===== config.mk =====
export PLATFORM = sky130hd
export DESIGN_NAME = write_ctrl
export DESIGN_NICKNAME = d
export VERILOG_FILES = /design/src/hdl/vec_in_pkg.sv /design/src/hdl/write_ctrl.sv
export SDC_FILE = /design/constraint.sdc
export NUM_CORES = 1
export LEC_CHECK = 0
export BUFFER_PORTS_ARGS = -buffer_cell sky130_fd_sc_hd__buf_4
export CAP_MARGIN = 30
export CORE_MARGIN = 2
export CORE_UTILIZATION = 40
export CTS_BUF_LIST = sky130_fd_sc_hd__clkbuf_2
export DETAILED_ROUTE_END_ITERATION = 10
export PLACE_DENSITY = 0.65
export SYNTH_ARGS = -nofsm -noshare
export SYNTH_HDL_FRONTEND = slang
export SYNTH_SLANG_ARGS = --single-unit

===== constraint.sdc =====
create_clock -name clk -period 1.7 [get_ports clk]
set_input_delay 0.085 -clock clk [delete_from_list [all_inputs] [get_ports clk]]
set_output_delay 0.085 -clock clk [all_outputs]
set_load 0.05 [all_outputs]

===== src/hdl/vec_in_pkg.sv =====
`default_nettype none

package vec_in_pkg;

    localparam int data_w = 10;  // memory word width
    localparam int addr_w = 10;  // memory address width

    localparam int op_bit_write = 6;  // position of the write flag in the one-hot op vector

    // op codes carried in the low 3 bits of a command byte
    typedef enum logic [2:0] {
        op_none  = 3'd0,  // no operation, byte is ignored
        op_write = 3'd1,  // load a vector into A or B
        op_read  = 3'd2,
        op_sum   = 3'd3,
        op_avg   = 3'd4,
        op_euc   = 3'd5,  // euclidean distance
        op_man   = 3'd6,  // manhattan distance
        op_dot   = 3'd7   // dot product
    } op_e;

    // one received uart byte, either a command or a data byte
    typedef union packed {
        logic [7:0] raw;            // data view, used by the write controller
        struct packed {
            logic [3:0] rsvd;       // must be zero for a valid command
            logic       bram_sel;   // 0 selects A, 1 selects B
            op_e        op;         // requested operation
        } cmd_view;                 // command view, used by the decoder
    } rx_byte_u;

    // command word handed to the operation stage
    typedef struct packed {
        logic       bram_sel;  // 0 A, 1 B
        logic [6:0] op;        // one-hot, msb first: write read sum avg euc man dot
    } cmd_t;

endpackage

`default_nettype wire


===== src/hdl/write_ctrl.sv =====
`default_nettype none

module write_ctrl import vec_in_pkg::*; #(
    parameter int vec_len = 1024  // words per write command
) (
    input  wire logic       clk,
    input  wire logic       rst,
    input  wire logic       rx_ready,  // byte strobe
    input  wire rx_byte_u   rx_data,
    input  wire logic       en,        // write bit of the active command
    input  wire logic       bram_sel,  // 0 A, 1 B
    output logic            write_done,
    output logic            wea_a,
    output logic            wea_b,
    output logic [addr_w-1:0] wr_addr,
    output logic [data_w-1:0] wr_data
);

    localparam logic [addr_w-1:0] last_addr = addr_w'(vec_len - 1);

    logic [7:0] low_byte;  // first byte of the current pair
    logic       phase;     // 0 expecting low byte, 1 expecting high byte
    logic       take_low;
    logic       take_high;

    assign take_low  = en && rx_ready && !phase;
    assign take_high = en && rx_ready && phase;

    // control path, cleared whenever no write command is active
    always_ff @(posedge clk) begin
        if (rst || !en) begin
            phase      <= 1'b0;
            wr_addr    <= '0;   // every write command starts at word 0
            wea_a      <= 1'b0;
            wea_b      <= 1'b0;
            write_done <= 1'b0;
        end else begin
            wea_a      <= take_high && !bram_sel;
            wea_b      <= take_high && bram_sel;
            write_done <= take_high && (wr_addr == last_addr);  // pulses with the last write
            if (take_low) begin
                phase <= 1'b1;
            end else if (take_high) begin
                phase <= 1'b0;
            end
            if (wea_a || wea_b) begin
                wr_addr <= wr_addr + 1'b1;  // next word after each stored one
            end
        end
    end

    // payload path
    always_ff @(posedge clk) begin
        if (take_low) begin
            low_byte <= rx_data.raw;
        end
        if (take_high) begin
            wr_data <= {rx_data.raw[1:0], low_byte};  // upper 6 bits of the high byte dropped
        end
    end

    // both memories share address and data, so only one may be written
    a_one_bram: assert property (@(posedge clk) disable iff (rst)
        !(wea_a && wea_b))
        else $error("write_ctrl: wea_a and wea_b both high");

    // the last write raises write_done, so the address never runs past the vector
    a_addr_range: assert property (@(posedge clk) disable iff (rst)
        (wea_a || wea_b) |-> (wr_addr < vec_len))
        else $error("write_ctrl: wr_addr %0d out of range", wr_addr);

endmodule

`default_nettype wire


==> results_dict.tcl <==
set metrics [dict create \
    drc_errors 0 \
    antennaDiodeCount 0 \
    rsz0062_at_grt "false" \
    cts-root-buf "clkbuf_2" \
    crit_fanout 7 \
    leakagePower_nw 0.617 \
    r2r_start "wr_addr[0]" \
    worstPathRequired_ns 2.00 \
    setup_tns_ns 0 \
    cts.sinks 32 \
    ctsHoldBuffers 11 \
    startpoint_type "flop" \
    intPower_mw 0.987 \
    finalClockSkew_ns 0.0181 \
    cp_slowest_cell "or4_1" \
    antenna_found_initial 0 \
    power_density_nw_per_um2 798 \
    area_growth_pct 40.4 \
    syn_nets 99 \
    place_congestion 0.758 \
    viasPerCell 5.01 \
    cts_repair_resize_count 0 \
    status "finished clean" \
    setup_violations 0 \
    synth_area_per_cell_sq_um 13.3 \
    combPwrFrac_pct 6.2 \
    synth_top_area_share_pct 47.7 \
    dp_hpwl_um 1400 \
    ir_drop_uv 655 \
    final_common_cell "buf_4" \
    drtPass1Iterations 4 \
    slew_violations 0 \
    die_area_sq_um 3270 \
    max_stage_delay_ns 0.50 \
    cap_violations 0 \
    path_class "flop to flop" \
    drive_gt1_share_pct 34.5 \
    reg2reg_to "wr_addr[8]" \
    end_kind "flop" \
    yosys_warnings 0 \
    netlist_area_sq_um 1130 \
    drt_iter0_drc 18 \
    utilization_pct 58.2 \
    power_frac_seq_pct 65.8 \
    instances_no_fill 170 \
    critPathBufInv 0 \
    p_sw_share_pct 22.3 \
    start_util_pct 41.4 \
    hold_viol 0 \
    grt_pass1_vias 792 \
    dp_cells 151 \
    synth-async-reset-ratio_pct 0 \
    switchingPower_mw 0.283 \
    insertion_delay_ns 0.37 \
    synth_cell_types 25 \
    max_slew.worst_pin.slew_ns 0.448 \
    max_freq_mhz 701 \
    period_share_pct 84.0 \
    critical-path-top-delay-family "simple AND/OR/NAND/NOR gates" \
    io_pins 36 \
    synth_cells 85 \
    io_buffers 35 \
    vias 851 \
    seq_area_frac_synth_pct 72.5 \
    min_to "wr_addr[6]" \
    holdPathStages 3 \
    regToRegSetupSlack_ns 0.27 \
    post_drt_wl_per_cell_um 12.4 \
    multiInputGateArea_sq_um 300 \
    maxSlewHeadroom_pct 70.2 \
    crit_start "wr_addr[0]" \
    synth_top_cell_by_area "edfxtp_1" \
    fill_cells 233 \
    ys_seq_elements 32 \
    clk_pin_slew_ns 0.15 \
    synth_area_leaders "edfxtp_1 (48%), dfxtp_1 (25%), a21oi_1 (3.1%), o21ai_0 (2.7%), nor2_1 (2.3%)" \
    final_cell_mix "buf_4 (36), edfxtp_1 (18), dfxtp_1 (12)" \
    reg2reg_depth 4 \
    p_clk_share_pct 28.0 \
    layout_min_cycle_time_ns 1.43 \
    seqCellArea_sq_um 823 \
    grt_overflow_total 0 \
    numCtsBuffers 5 \
    cts_setup_buffers 0 \
    rows 19 \
    die_x_um 57.2 \
    grt_start_max_net_pins 11 \
    grt_pass1_wl_um 3390 \
    synth_edf_count 18 \
    postRouteAntennaNets 0 \
    htreeDepth 2 \
    core_area_sq_um 2730 \
    hp-start "en" \
    final_nets 152 \
    totalWireLength_um 2100 \
    cts_tree "yes" \
    grt_usage_pct 14.4 \
    fp.dieH_um 57.2 \
    min_path_type "input port to flop" \
    cts_buffer_depth 2 \
    critPathArrivalTime_ns 1.73 \
    ys.flop_type "edfxtp_1" \
    worstPathCellList "ha_1 > nand3_2 > or4_1 > a21oi_1" \
]
==> worst max-delay path by stage <==
| stage | to | depth (start not counted) |
|---|---|---|
| after floorplan | wr_addr[9] | 3 |
| after global placement | wr_addr[8] | 4 |
| after detailed placement | wr_addr[8] | 4 |
| after CTS | wr_addr[8] | 4 |
| after global routing | wr_addr[7] | 3 |
| final | wr_addr[8] | 4 |
==> kinds of logic after synthesis <==
| family | Yosys count | synth area share [%] |
|---|---|---|
| XOR/XNOR | 3 | 2.32 |
| buffers and inverters | 3 | 0.994 |
| AO/OA/AOI/OAI | 19 | 9.72 |
| AND/OR/NAND/NOR | 27 | 13.4 |
| flip-flops | 32 | 72.5 |
| adder cells (fa/ha/maj) | 1 | 1.10 |
==> cell usage after synthesis, types with 2 or more instances <==
library cell and instances:
xor2_1 2, inv_1 2, or4_1 3, nand2_1 4, o31ai_1 3, o21a_1 2, or3_1 3, edfxtp_1 18
nand3_1 2, o21ai_0 6, dfxtp_1 14, a21oi_1 7, nor2_1 7
==> layer usage <==
metal | vias up | GRT usage [%] | wire length (um) | part of all wire, %
li1 | 423 | - | - | -
met1 | 401 | 16.2 | 902 | 43
met2 | 21 | 22.3 | 1030 | 49
met3 | 6 | 7.26 | 116 | 5.5
met4 | 0 | 7.97 | 53 | 2.5
met5 | - | 0 | 0 | 0
==> metrics by stage <==
step                      hold WS, ns  setup slack [ns]  instance area [sq um]  power, mW
after floorplan                 0.157            0.0634                   1130      0.877
after global placement          0.259             0.339                   1440      0.910
after detailed placement        0.255             0.287                   1440      0.911
after CTS                      0.0777             0.267                   1590       1.29
after global routing           0.0491             0.188                   1590       1.34
final                          0.0906             0.273                   1590       1.27
==> power groups by stage <==
stage	sequential (mW)	clock (mW)	combinational (mW)
final	0.835	0.356	0.0785
after global routing	0.837	0.414	0.0843
after CTS	0.835	0.371	0.0791
after detailed placement	0.853	0	0.0589
after global placement	0.852	0	0.0578
after floorplan	0.863	0	0.0141
==> worst min-delay path: cells and delay by family <==
kind | cells | cell delay [ns]
compound gates | 1 | 0.09
buf+inv | 1 | 0.12
simple gates | 1 | 0.13
==> flip-flops by register name, indices dropped and copies added (netlist names) <==
| register | cells |
|---|---|
| phase | 1 |
| wr_addr | 10 |
| wr_data | 10 |
| wea_b | 1 |
| wea_a | 1 |
| low_byte | 8 |
| write_done | 1 |
==> area by class of cell <==
type,count,share of cell area [%]
clock inverters,1,0.315
repair buffers,47,23.9
flip-flops and latches,32,51.8
multi-input cells,50,18.9
clock buffers,7,2.20
inverters,2,0.472
well taps,31,2.44
Power figures use the tool's default switching activity.
