<file path="config.mk">
export PLATFORM = sky130hd
export DESIGN_NAME = cmd_decoder
export DESIGN_NICKNAME = d
export VERILOG_FILES = /design/src/hdl/vec_in_pkg.sv /design/src/hdl/cmd_decoder.sv
export SDC_FILE = /design/constraint.sdc
export NUM_CORES = 1
export LEC_CHECK = 0
export BUFFER_PORTS_ARGS = -buffer_cell sky130_fd_sc_hd__buf_4
export CORE_AREA = 5 5 42 44
export CTS_CLUSTER_DIAMETER = 40
export CTS_CLUSTER_SIZE = 20
export DETAILED_ROUTE_END_ITERATION = 6
export DIE_AREA = 0 0 47 49
export PLACE_DENSITY = 0.82
export SETUP_SLACK_MARGIN = 0.02
export SYNTH_ARGS = -nofsm -noshare
export SYNTH_HDL_FRONTEND = slang
export SYNTH_SLANG_ARGS = --single-unit
</file>
<file path="constraint.sdc">
create_clock -name clk -period 1.7 [get_ports clk]
set_clock_uncertainty 0.05 [all_clocks]
set_input_delay 0.085 -clock clk [delete_from_list [all_inputs] [get_ports clk]]
set_output_delay 0.085 -clock clk [all_outputs]
set_load 0.02 [all_outputs]
</file>
<file path="src/hdl/vec_in_pkg.sv">
`default_nettype none

package vec_in_pkg;

    localparam int data_w = 10;  // memory word width
    localparam int addr_w = 10;  // memory address width

    localparam int op_bit_write = 6;  // position of the write flag in the one-hot op vector

    // op codes carried in the low 3 bits of a command byte
    typedef enum logic [2:0] {
        op_none  = 3'd0,  // no operation, byte is ignored
        op_write = 3'd1,  // load a vector into A or B
        op_read  = 3'd2,
        op_sum   = 3'd3,
        op_avg   = 3'd4,
        op_euc   = 3'd5,  // euclidean distance
        op_man   = 3'd6,  // manhattan distance
        op_dot   = 3'd7   // dot product
    } op_e;

    // one received uart byte, either a command or a data byte
    typedef union packed {
        logic [7:0] raw;            // data view, used by the write controller
        struct packed {
            logic [3:0] rsvd;       // must be zero for a valid command
            logic       bram_sel;   // 0 selects A, 1 selects B
            op_e        op;         // requested operation
        } cmd_view;                 // command view, used by the decoder
    } rx_byte_u;

    // command word handed to the operation stage
    typedef struct packed {
        logic       bram_sel;  // 0 A, 1 B
        logic [6:0] op;        // one-hot, msb first: write read sum avg euc man dot
    } cmd_t;

endpackage

`default_nettype wire

</file>
<file path="src/hdl/cmd_decoder.sv">
`default_nettype none

module cmd_decoder import vec_in_pkg::*; (
    input  wire logic     clk,
    input  wire logic     rst,
    input  wire logic     rx_ready,    // one-cycle byte strobe from the uart
    input  wire rx_byte_u rx_data,
    input  wire logic     write_done,  // last word of a write command stored
    input  wire logic     op_done,     // operation stage finished
    output cmd_t          cmd
);

    typedef enum logic {
        st_idle,  // waiting for a command byte
        st_busy   // command held for the write controller or the op stage
    } state_e;

    state_e state;
    logic   cmd_valid;  // acceptable command byte this cycle
    logic   done_hit;   // the done that ends the active command
    op_e    rx_op;

    // op code to one-hot vector, write lands on bit 6, dot on bit 0
    function automatic logic [6:0] op_onehot(input op_e op);
        op_onehot = 7'd0;
        if (op != op_none) begin
            op_onehot = 7'b100_0000 >> (op - 1);
        end
    endfunction

    assign rx_op = rx_data.cmd_view.op;

    assign cmd_valid = rx_ready
                    && (rx_data.cmd_view.rsvd == 4'd0)           // reserved bits clear
                    && (rx_op != op_none)
                    && (!rx_data.cmd_view.bram_sel || rx_op == op_write);  // B is write-only

    // writes finish on the controller's pulse, every other op on op_done
    assign done_hit = cmd.op[op_bit_write] ? write_done : op_done;

    always_ff @(posedge clk) begin
        if (rst) begin
            state <= st_idle;
            cmd   <= '0;
        end else begin
            case (state)
                st_idle: begin
                    if (cmd_valid) begin
                        cmd.bram_sel <= rx_data.cmd_view.bram_sel;
                        cmd.op       <= op_onehot(rx_op);
                        state        <= st_busy;
                    end
                end
                st_busy: begin  // bytes are data or dropped here, never commands
                    if (done_hit) begin
                        cmd   <= '0;
                        state <= st_idle;
                    end
                end
                default: begin
                    state <= st_idle;
                end
            endcase
        end
    end

    // at most one operation is ever requested
    a_cmd_onehot: assert property (@(posedge clk) disable iff (rst)
        $onehot0(cmd.op))
        else $error("cmd_decoder: op vector not one-hot, %b", cmd.op);

    // the op stage relies on the command not moving under it
    a_cmd_hold: assert property (@(posedge clk) disable iff (rst)
        (state == st_busy && !done_hit) |=> $stable(cmd))
        else $error("cmd_decoder: cmd changed while busy");

endmodule

`default_nettype wire

</file>
==> impl_metrics.toml, run 1 <==
[sta]
setup_viol = 0
worst_pin_slew_ns = 0.341
final-hold-violation-count = 0
timing.final.crit_share = 0.891
period_needed_ns = 1.52
final.setup.tns_ns = 0
final-max-slew-violation-count = 0
clock.fmax_mhz = 660
rsz0062_at_grt = "no"
slew_headroom = 0.770

[logic_synthesis]
syn-mean-instance-area_sq_um = 9.61
syn-instance-count = 59
yosysWarnings = 0
synthesis.nets = 77
synth_seq_cells = 9
post_synth_num_cell_types = 30
synth_area_sq_um = 567
yosysTopAreaCellShare = 0.318
dominant_cell_type_by_area_after_synthesis = "sky130_fd_sc_hd__dfxtp_1"
yosysSeqAreaShare = 0.318
post_synth_main_area_contributors = "sky130_fd_sc_hd__dfxtp_1 32%, sky130_fd_sc_hd__ha_1 11%, sky130_fd_sc_hd__a2111oi_4 4.9%"

[critical_path]
crit_required_ns = 1.82
r2r_start = "state"
r2r_setup_slack_ns = 0.18
crit_type = "register to register"
startpoint_type = "register"
worstRegToRegCells = 5
critical_path_arrival_ns = 1.63
worst_setup_path_end_kind = "register"
critical_path.max_fanout = 12
worstReg2RegEnd = "cmd[6]"

[hold_path]
hold_class = "input pin to register"
worstHoldStart = "rx_data[3]"
timing.hold.worst_endpoint = "cmd[7]"
timing.hold.worst_path_depth = 4

[cells_and_area]
filler_cell_count = 141
final-instance-count-excl-fill = 101
mostFrequentLayoutCell = "sky130_fd_sc_hd__buf_4"
num_antenna_cells = 0
layout_common_cells = "22 x sky130_fd_sc_hd__buf_4, 9 x sky130_fd_sc_hd__dfxtp_1, 5 x sky130_fd_sc_hd__inv_1, 5 x sky130_fd_sc_hd__ha_1"
drive_above_1_share = 0.412
finalNetCount = 104
layout-area-overhead-vs-synth_pct = 37.1

[clock_tree]
cts.repair_timing.setup_buffer_count = 0
clockBufferDepth = 2
tritoncts = "done"
clock_insertion_delay_worst_skew_ns = 0.26
cts_bufs_inserted = 3
clkSinkCount = 9
post_cts_resized = 0
ctsHoldBuffers = 1
clock_transition_at_path_regs_ns = 0.06
cell_at_the_root_of_the_clock_tree = "sky130_fd_sc_hd__clkbuf_4"
h-tree-depth = 1

[drt]
dr.first_iter.drc_count = 10
drcViolationCount = 0
detailroute.via_count = 540
final_antenna_net_count = 0
viasPerCell = 5.35
route.detailed.wl_per_inst_um = 12.5
finalWirelength_um = 1260
drt_first_pass_iters = 4

[flow_run]
timing.max_cap.violations = 0

[die]
dieArea_sq_mm = 0.00230
io-pin-count = 21
fp.coreArea_sq_mm = 0.00140
die_height_um = 49
floorplan.initialDensity = 0.404
placementRows = 14
chipWidth_um = 47

[placement]
io_buffers = 20
routabilityCongestion = 0.771
hpwl_um = 1060
dpl.cell_count = 96

[pwr]
vdd_drop_max_uv = 297
cellPowerDensity_mw_per_mm2 = 580
cellLeakagePower_uw = 0.000352

[global_routing]
number_of_global_route_vias_before_repair = 539
gr-total-overflow = 0
gr-usage-all-layers = 0.132
maximum_number_of_pins_on_one_net_before_global_route_repair = 13
grt_first_pass_wirelength_um = 2170
grt_antenna_before_repair = 0

[run_status]
run_status = "finished, final reports clean"
## layer usage
metal  global-route usage  vias up  wire length, um
met1                0.130      244              469
met2                0.208       24              649
met5                    0        -                0
li1                     -      266                -
met4                0.111        0               57
met3               0.0443        6               83
## registers in the layout (all words and copies together), names as in the netlist
signal	flops
cmd	8
state	1
## critical path, cell delays in order, from the launching register on
cell and delay (ns):
sky130_fd_sc_hd__dfxtp_1 0.33, sky130_fd_sc_hd__nor4b_2 0.21, sky130_fd_sc_hd__o2111ai_1 0.14, sky130_fd_sc_hd__buf_4 0.20, sky130_fd_sc_hd__and2_2 0.21, sky130_fd_sc_hd__o41ai_2 0.29
## where the power goes
group | total (uW) | internal, uW | switching [uW]
clock network | 161 | 90.2 | 71.0
registers | 212 | 212 | 0.488
logic | 77.1 | 38.2 | 39.0
total | 451 | 340 | 110
## how the worst max path moves through the flow
stage | startpoint | to
global placement | rx_data[1] | cmd[6]
floorplan | cmd[6] | cmd[6]
detailed placement | rx_data[1] | cmd[6]
finish | state | cmd[6]
CTS | state | cmd[6]
global route | state | cmd[6]
## layout make-up
cell class / count / area, sq um / share of cell area
clock buffer: 4 / 26.3 / 0.0338
multi-input combinational: 44 / 357 / 0.459
sequential: 9 / 180 / 0.232
timing repair buffer: 23 / 175 / 0.225
tap: 16 / 20.0 / 0.0258
inverter: 5 / 18.8 / 0.0242
## through the flow
stage               power, uW   util  hold WS [ns]  setup slack (ns)  instance area (sq um)
floorplan                 255      -         0.104             0.256                    567
global placement          289  0.529         0.271             0.213                    741
detailed placement        292  0.529         0.272             0.130                    741
CTS                       457  0.554         0.135             0.172                    777
global route              484  0.554         0.162            0.0800                    777
finish                    451  0.554         0.138             0.184                    777
## cells in the mapped netlist (all sizes together)
library cell  number
inv                5
nand3              1
nor3               2
nor4               1
dfxtp              9
o21ba              1
xor2               1
a2111oi            1
or2                1
a31o               2
and2b              1
nor2b              2
and2               1
a22o               2
o31ai              1
ha                 5
nand2b             1
nor2               4
o41ai              1
mux2               1
nor4b              1
o21ai              4
nand4              2
o2111ai            1
buf                1
and3               1
a21o               1
a21oi              2
nand2              3
## cells by family (layout without fill, tap and decap cells)
kind of cell               count (synthesis)  in the layout  share of synthesized area
adders and majority gates                  5              5                      0.110
xor gates and xnor gates                   1              1                     0.0287
and+or+nand+nor                           21             21                      0.219
AOI/OAI and AO/OA                         16             16                      0.252
muxes                                      1              1                     0.0199
DFF                                        9              9                      0.318
buffers and inverters                      6             32                     0.0530
Note: power is estimated with default switching activity, not from simulation.
==> run 2, diff against run 1 <==
- PLACE_DENSITY: 0.82 -> 0.67
==> impl_metrics.toml, run 2 (synthesized netlist as in run 1, its figures left out) <==
[run_status]
run_status = "finished, final reports clean"

[global_routing]
maximum_number_of_pins_on_one_net_before_global_route_repair = 13
gr-usage-all-layers = 0.110
gr-total-overflow = 0
grt_antenna_before_repair = 0
grt_first_pass_wirelength_um = 1860
number_of_global_route_vias_before_repair = 456

[clock_tree]
cts_bufs_inserted = 3
clkSinkCount = 9
cell_at_the_root_of_the_clock_tree = "sky130_fd_sc_hd__clkbuf_4"
ctsHoldBuffers = 1
h-tree-depth = 1
cts.repair_timing.setup_buffer_count = 0
clock_transition_at_path_regs_ns = 0.06
clockBufferDepth = 2
post_cts_resized = 0
clock_insertion_delay_worst_skew_ns = 0.26
tritoncts = "done"

[critical_path]
startpoint_type = "register"
critical_path_arrival_ns = 1.62
worstReg2RegEnd = "cmd[6]"
critical_path.max_fanout = 12
worst_setup_path_end_kind = "register"
worst_setup_ep = "cmd[6]"
crit_required_ns = 1.81
r2r_setup_slack_ns = 0.19
r2r_start = "state"
cp-startpoint = "state"
crit_type = "register to register"
worstRegToRegCells = 5

[die]
dieArea_sq_mm = 0.00230
floorplan.initialDensity = 0.404
placementRows = 14
chipWidth_um = 47
die_height_um = 49
fp.coreArea_sq_mm = 0.00140
io-pin-count = 21

[drt]
drcViolationCount = 0
finalWirelength_um = 1150
drt_first_pass_iters = 2
viasPerCell = 5.04
detailroute.via_count = 509
dr.first_iter.drc_count = 4
final_antenna_net_count = 0
route.detailed.wl_per_inst_um = 11.3

[pwr]
cellLeakagePower_uw = 0.000352
cellPowerDensity_mw_per_mm2 = 581
vdd_drop_max_uv = 216
total_switching_power_uw = 111
power_frac_seq = 0.470
clkPwrFrac = 0.362
pwr-share-comb = 0.168
cellInternalPower_uw = 340
power_switching_share = 0.247

[cells_and_area]
finalNetCount = 104
layout_common_cells = "22 x sky130_fd_sc_hd__buf_4, 9 x sky130_fd_sc_hd__dfxtp_1, 5 x sky130_fd_sc_hd__inv_1, 5 x sky130_fd_sc_hd__ha_1"
register_with_the_highest_flop_count = "cmd"
largest_reg_flops = 8
biggestRegsByFlops = "cmd (8), state (1)"
mostFrequentLayoutCell = "sky130_fd_sc_hd__buf_4"
seqCellArea_sq_um = 180
utilization = 0.554
drive_above_1_share = 0.412
layout-area-overhead-vs-synth_pct = 37.1
multi_input_comb_area_sq_um = 357
filler_cell_count = 143
num_antenna_cells = 0

[sta]
final-hold-violation-count = 0
clock.fmax_mhz = 662
worst_pin_slew_ns = 0.344
slew_headroom = 0.768
final.setup.tns_ns = 0
rsz0062_at_grt = "no"
final-max-slew-violation-count = 0
period_needed_ns = 1.51
timing.final.crit_share = 0.888
setup_viol = 0

[placement]
hpwl_um = 972
routabilityCongestion = 0.731
io_buffers = 20

[flow_run]
timing.max_cap.violations = 0

[hold_path]
hold_class = "input pin to register"
-- run 2: cell counts in the layout (fill, tap and decap cells not counted) --
Identical to the previous run, type by type.
-- run 2: cell type report --
type | count | area share
Clock buffer | 4 | 0.0338
Inverter | 5 | 0.0242
Multi-Input combinational cell | 44 | 0.459
Sequential cell | 9 | 0.232
Tap cell | 16 | 0.0258
Timing Repair Buffer | 23 | 0.225
-- run 2: critical path, stage by stage (launching register included) --
cell and delay [ns]:
sky130_fd_sc_hd__dfxtp_1 0.32, sky130_fd_sc_hd__nor4b_2 0.21, sky130_fd_sc_hd__o2111ai_1 0.14, sky130_fd_sc_hd__buf_4 0.20
sky130_fd_sc_hd__and2_2 0.20, sky130_fd_sc_hd__o41ai_2 0.30
-- run 2: worst min path at each step --
| stage | depth (start not counted) | startpoint | slack [ns] | endpoint |
|---|---|---|---|---|
| 5_1_grt | 4 | rx_data[3] | 0.16 | cmd[7] |
| 3_5_place_dp | 2 | rst | 0.27 | cmd[7] |
| 2_1_floorplan | 1 | rst | 0.10 | cmd[7] |
| 4_1_cts | 4 | rx_data[3] | 0.13 | cmd[7] |
| 3_3_place_gp | 2 | rst | 0.28 | cmd[7] |
| 6_report | 4 | rx_data[3] | 0.14 | cmd[7] |
-- run 2: stage by stage --
stage | power, uW | area [sq um] | cells | setup WS [ns] | hold slack (ns)
2_1_floorplan | 255 | 567 | 59 | 0.256 | 0.104
3_3_place_gp | 290 | 741 | 96 | 0.190 | 0.277
3_5_place_dp | 291 | 741 | 96 | 0.143 | 0.274
4_1_cts | 460 | 777 | 101 | 0.182 | 0.125
5_1_grt | 483 | 777 | 101 | 0.0792 | 0.164
6_report | 451 | 777 | 101 | 0.190 | 0.135
-- run 2: layer usage --
metal,GRT usage,share of wire
met2,0.170,0.49
met4,0.0691,0.016
met3,0.0221,0.045
met5,0,0
met1,0.134,0.45
-- run 2: power groups by stage --
stage	registers, uW	clock network (uW)	logic, uW
2_1_floorplan	218	0	37.3
3_3_place_gp	217	0	73.4
3_5_place_dp	217	0	74.3
4_1_cts	212	172	76.1
5_1_grt	212	186	84.7
6_report	212	164	75.6
==> run 3, diff against run 2 <==
- ABC_AREA: default -> 1
- BUFFER_PORTS_ARGS: -buffer_cell sky130_fd_sc_hd__buf_4 -> -buffer_cell sky130_fd_sc_hd__buf_2
- CORE_AREA: 5 5 42 44 -> default
- CORE_MARGIN: default -> 5
- CORE_UTILIZATION: default -> 47
- DIE_AREA: 0 0 47 49 -> default
- PLACE_DENSITY: 0.67 -> 0.71
==> impl_metrics.toml, run 3 <==
[cells_and_area]
seqCellArea_sq_um = 180
biggestRegsByFlops = "cmd (8), state (1)"
register_with_the_highest_flop_count = "cmd"
drive_above_1_share = 0.283
multi_input_comb_area_sq_um = 394
filler_cell_count = 133
layout-area-overhead-vs-synth_pct = 22.0
final_area_sq_um = 797
largest_reg_flops = 8
layout_common_cells = "20 x sky130_fd_sc_hd__buf_2, 16 x sky130_fd_sc_hd__inv_1, 16 x sky130_fd_sc_hd__nand2_1"
num_antenna_cells = 0
mostFrequentLayoutCell = "sky130_fd_sc_hd__buf_2"
finalNetCount = 139

[logic_synthesis]
synth_seq_cells = 9
yosysSeqAreaShare = 0.276
synth_edf_count = 0
synth_top_cells_by_count = "16 x sky130_fd_sc_hd__inv_1, 16 x sky130_fd_sc_hd__nand2_1, 14 x sky130_fd_sc_hd__nor2_1, 9 x sky130_fd_sc_hd__dfxtp_1, 9 x sky130_fd_sc_hd__nand3_1"
yosysWarnings = 0
synthesis.nets = 114
synth_ff_type = "sky130_fd_sc_hd__dfxtp_1"
post_synth_main_area_contributors = "sky130_fd_sc_hd__dfxtp_1 28%, sky130_fd_sc_hd__ha_1 9.6%, sky130_fd_sc_hd__inv_1 9.2%"
postSynth.asyncResetShare = 0
syn-mean-instance-area_sq_um = 6.80
post_synth_num_cell_types = 21
yosysTopAreaCellShare = 0.276
dominant_cell_type_by_area_after_synthesis = "sky130_fd_sc_hd__dfxtp_1"
syn-instance-count = 96
synth_area_sq_um = 653

[sta]
setup_viol = 0
final.setup.tns_ns = 0
post-route-worst-setup-slack_ns = 0.305
timing.final.crit_share = 0.821
rsz0062_at_grt = "no"
final-max-slew-violation-count = 0
period_needed_ns = 1.39
final-hold-violation-count = 0
slew_headroom = 0.690
clock.fmax_mhz = 717
worst_pin_slew_ns = 0.464

[flow_run]
timing.max_cap.violations = 0

[critical_path]
critical_path.max_fanout = 11
critical_path_arrival_ns = 1.51
worst_setup_path_end_kind = "register"
startpoint_type = "register"
critPathMaxStageDelay_ns = 0.38
r2r_start = "state"
worstRegToRegCells = 7
worstReg2RegEnd = "cmd[5]"
crit_required_ns = 1.82
cpMaxStageDelayCell = "sky130_fd_sc_hd__dfxtp_1"
crit_type = "register to register"
path_cells = "inv_1 > nand2_1 > nor2_1 > nand3_2 > nand2_1 > and2_1 > nor2_1"
r2r_setup_slack_ns = 0.31

[clock_tree]
clock_insertion_delay_worst_skew_ns = 0.27
cts_bufs_inserted = 3
tritoncts = "done"
clockBufferDepth = 2
clkSinkCount = 9
cell_at_the_root_of_the_clock_tree = "sky130_fd_sc_hd__clkbuf_4"
clock_transition_at_path_regs_ns = 0.06
cts.repair_timing.setup_buffer_count = 0
ctsHoldBuffers = 1
post_cts_resized = 0
h-tree-depth = 1

[placement]
hpwl_um = 1170
io_buffers = 20
placed_cell_area_sq_um = 761
dpl_worst_slack_ns = 0.257
routabilityCongestion = 0.801

[global_routing]
grt_first_pass_wirelength_um = 2500
maximum_number_of_pins_on_one_net_before_global_route_repair = 12
number_of_global_route_vias_before_repair = 605
grt_antenna_before_repair = 0
gr-usage-all-layers = 0.163
gr-total-overflow = 0

[pwr]
vdd_drop_max_uv = 344
cellLeakagePower_uw = 0.000450
total_power_uw = 470
cellPowerDensity_mw_per_mm2 = 590

[hold_path]
hold_class = "input pin to register"
timing.hold.worst_endpoint = "state"
worstHoldStart = "op_done"
timing.hold.worst_path_depth = 4

[die]
placementRows = 13
dieArea_sq_mm = 0.00223
chipWidth_um = 47.3
fp.coreArea_sq_mm = 0.00130
io-pin-count = 21
floorplan.initialDensity = 0.502
die_height_um = 47.3

[drt]
route.detailed.wl_per_inst_um = 10.8
dr.first_iter.drc_count = 19
final_antenna_net_count = 0
drcViolationCount = 0
finalWirelength_um = 1460
viasPerCell = 4.99
detailroute.via_count = 673
drt_first_pass_iters = 4

[run_status]
run_status = "finished, final reports clean"
run 3: changes by cell type in the layout (fill, tap and decap cells not counted), moves of 3 or more:
cell	delta
sky130_fd_sc_hd__buf_4	-22
sky130_fd_sc_hd__nand3b_1	+3
sky130_fd_sc_hd__inv_1	+11
sky130_fd_sc_hd__o21ai_0	-3
sky130_fd_sc_hd__nand3_1	+8
sky130_fd_sc_hd__buf_2	+20
sky130_fd_sc_hd__a21oi_1	+4
sky130_fd_sc_hd__nand2_1	+13
sky130_fd_sc_hd__nor2_1	+10
run 3: worst max-delay path by stage:
stage | startpoint | endpoint | cells past startpoint
floorplan | cmd[6] | cmd[5] | 5
global placement | rx_data[1] | cmd[5] | 9
detailed placement | rx_data[1] | cmd[5] | 9
CTS | state | cmd[5] | 7
global route | state | cmd[5] | 7
finish | state | cmd[5] | 7
run 3: critical path: cells and delay by family, from the launching register on:
family / cells / cell delay (ns)
simple gates: 6 / 0.75
buf+inv: 1 / 0.10
flops: 1 / 0.38
run 3: layout make-up:
cell class,instances,area share
well taps,15,0.0235
clock buffers,4,0.0330
repair buffers,21,0.138
flip-flops and latches,9,0.226
inverters,18,0.0848
multi-input cells,68,0.495
run 3: layer usage:
metal | GRT usage | part of all wire | routed length, um | up-vias
li1 | - | - | - | 352
met1 | 0.181 | 0.40 | 586 | 296
met2 | 0.275 | 0.51 | 748 | 20
met3 | 0.0575 | 0.067 | 98 | 5
met4 | 0.0718 | 0.021 | 30 | 0
met5 | 0 | 0 | 0 | -
run 3: per-stage QoR:
stage | hold WS (ns) | instances | utilization
global placement | 0.276 | 130 | 0.585
CTS | 0.0853 | 135 | 0.613
detailed placement | 0.278 | 130 | 0.585
global route | 0.111 | 135 | 0.613
finish | 0.0899 | 135 | 0.613
floorplan | 0.104 | 96 | -
run 3: power by group:
part           switching, uW  internal [uW]
Sequential              1.23            213
Combinational           51.6           33.6
Clock                   79.6           90.8
run 3: logic make-up after synthesis:
logic type,count (synthesis),share of synthesized area
buffers and inverters,19,0.121
adder cells (fa/ha/maj),5,0.0958
AO/OA/AOI/OAI,9,0.0977
flip-flops,9,0.276
AND/OR/NAND/NOR,54,0.410
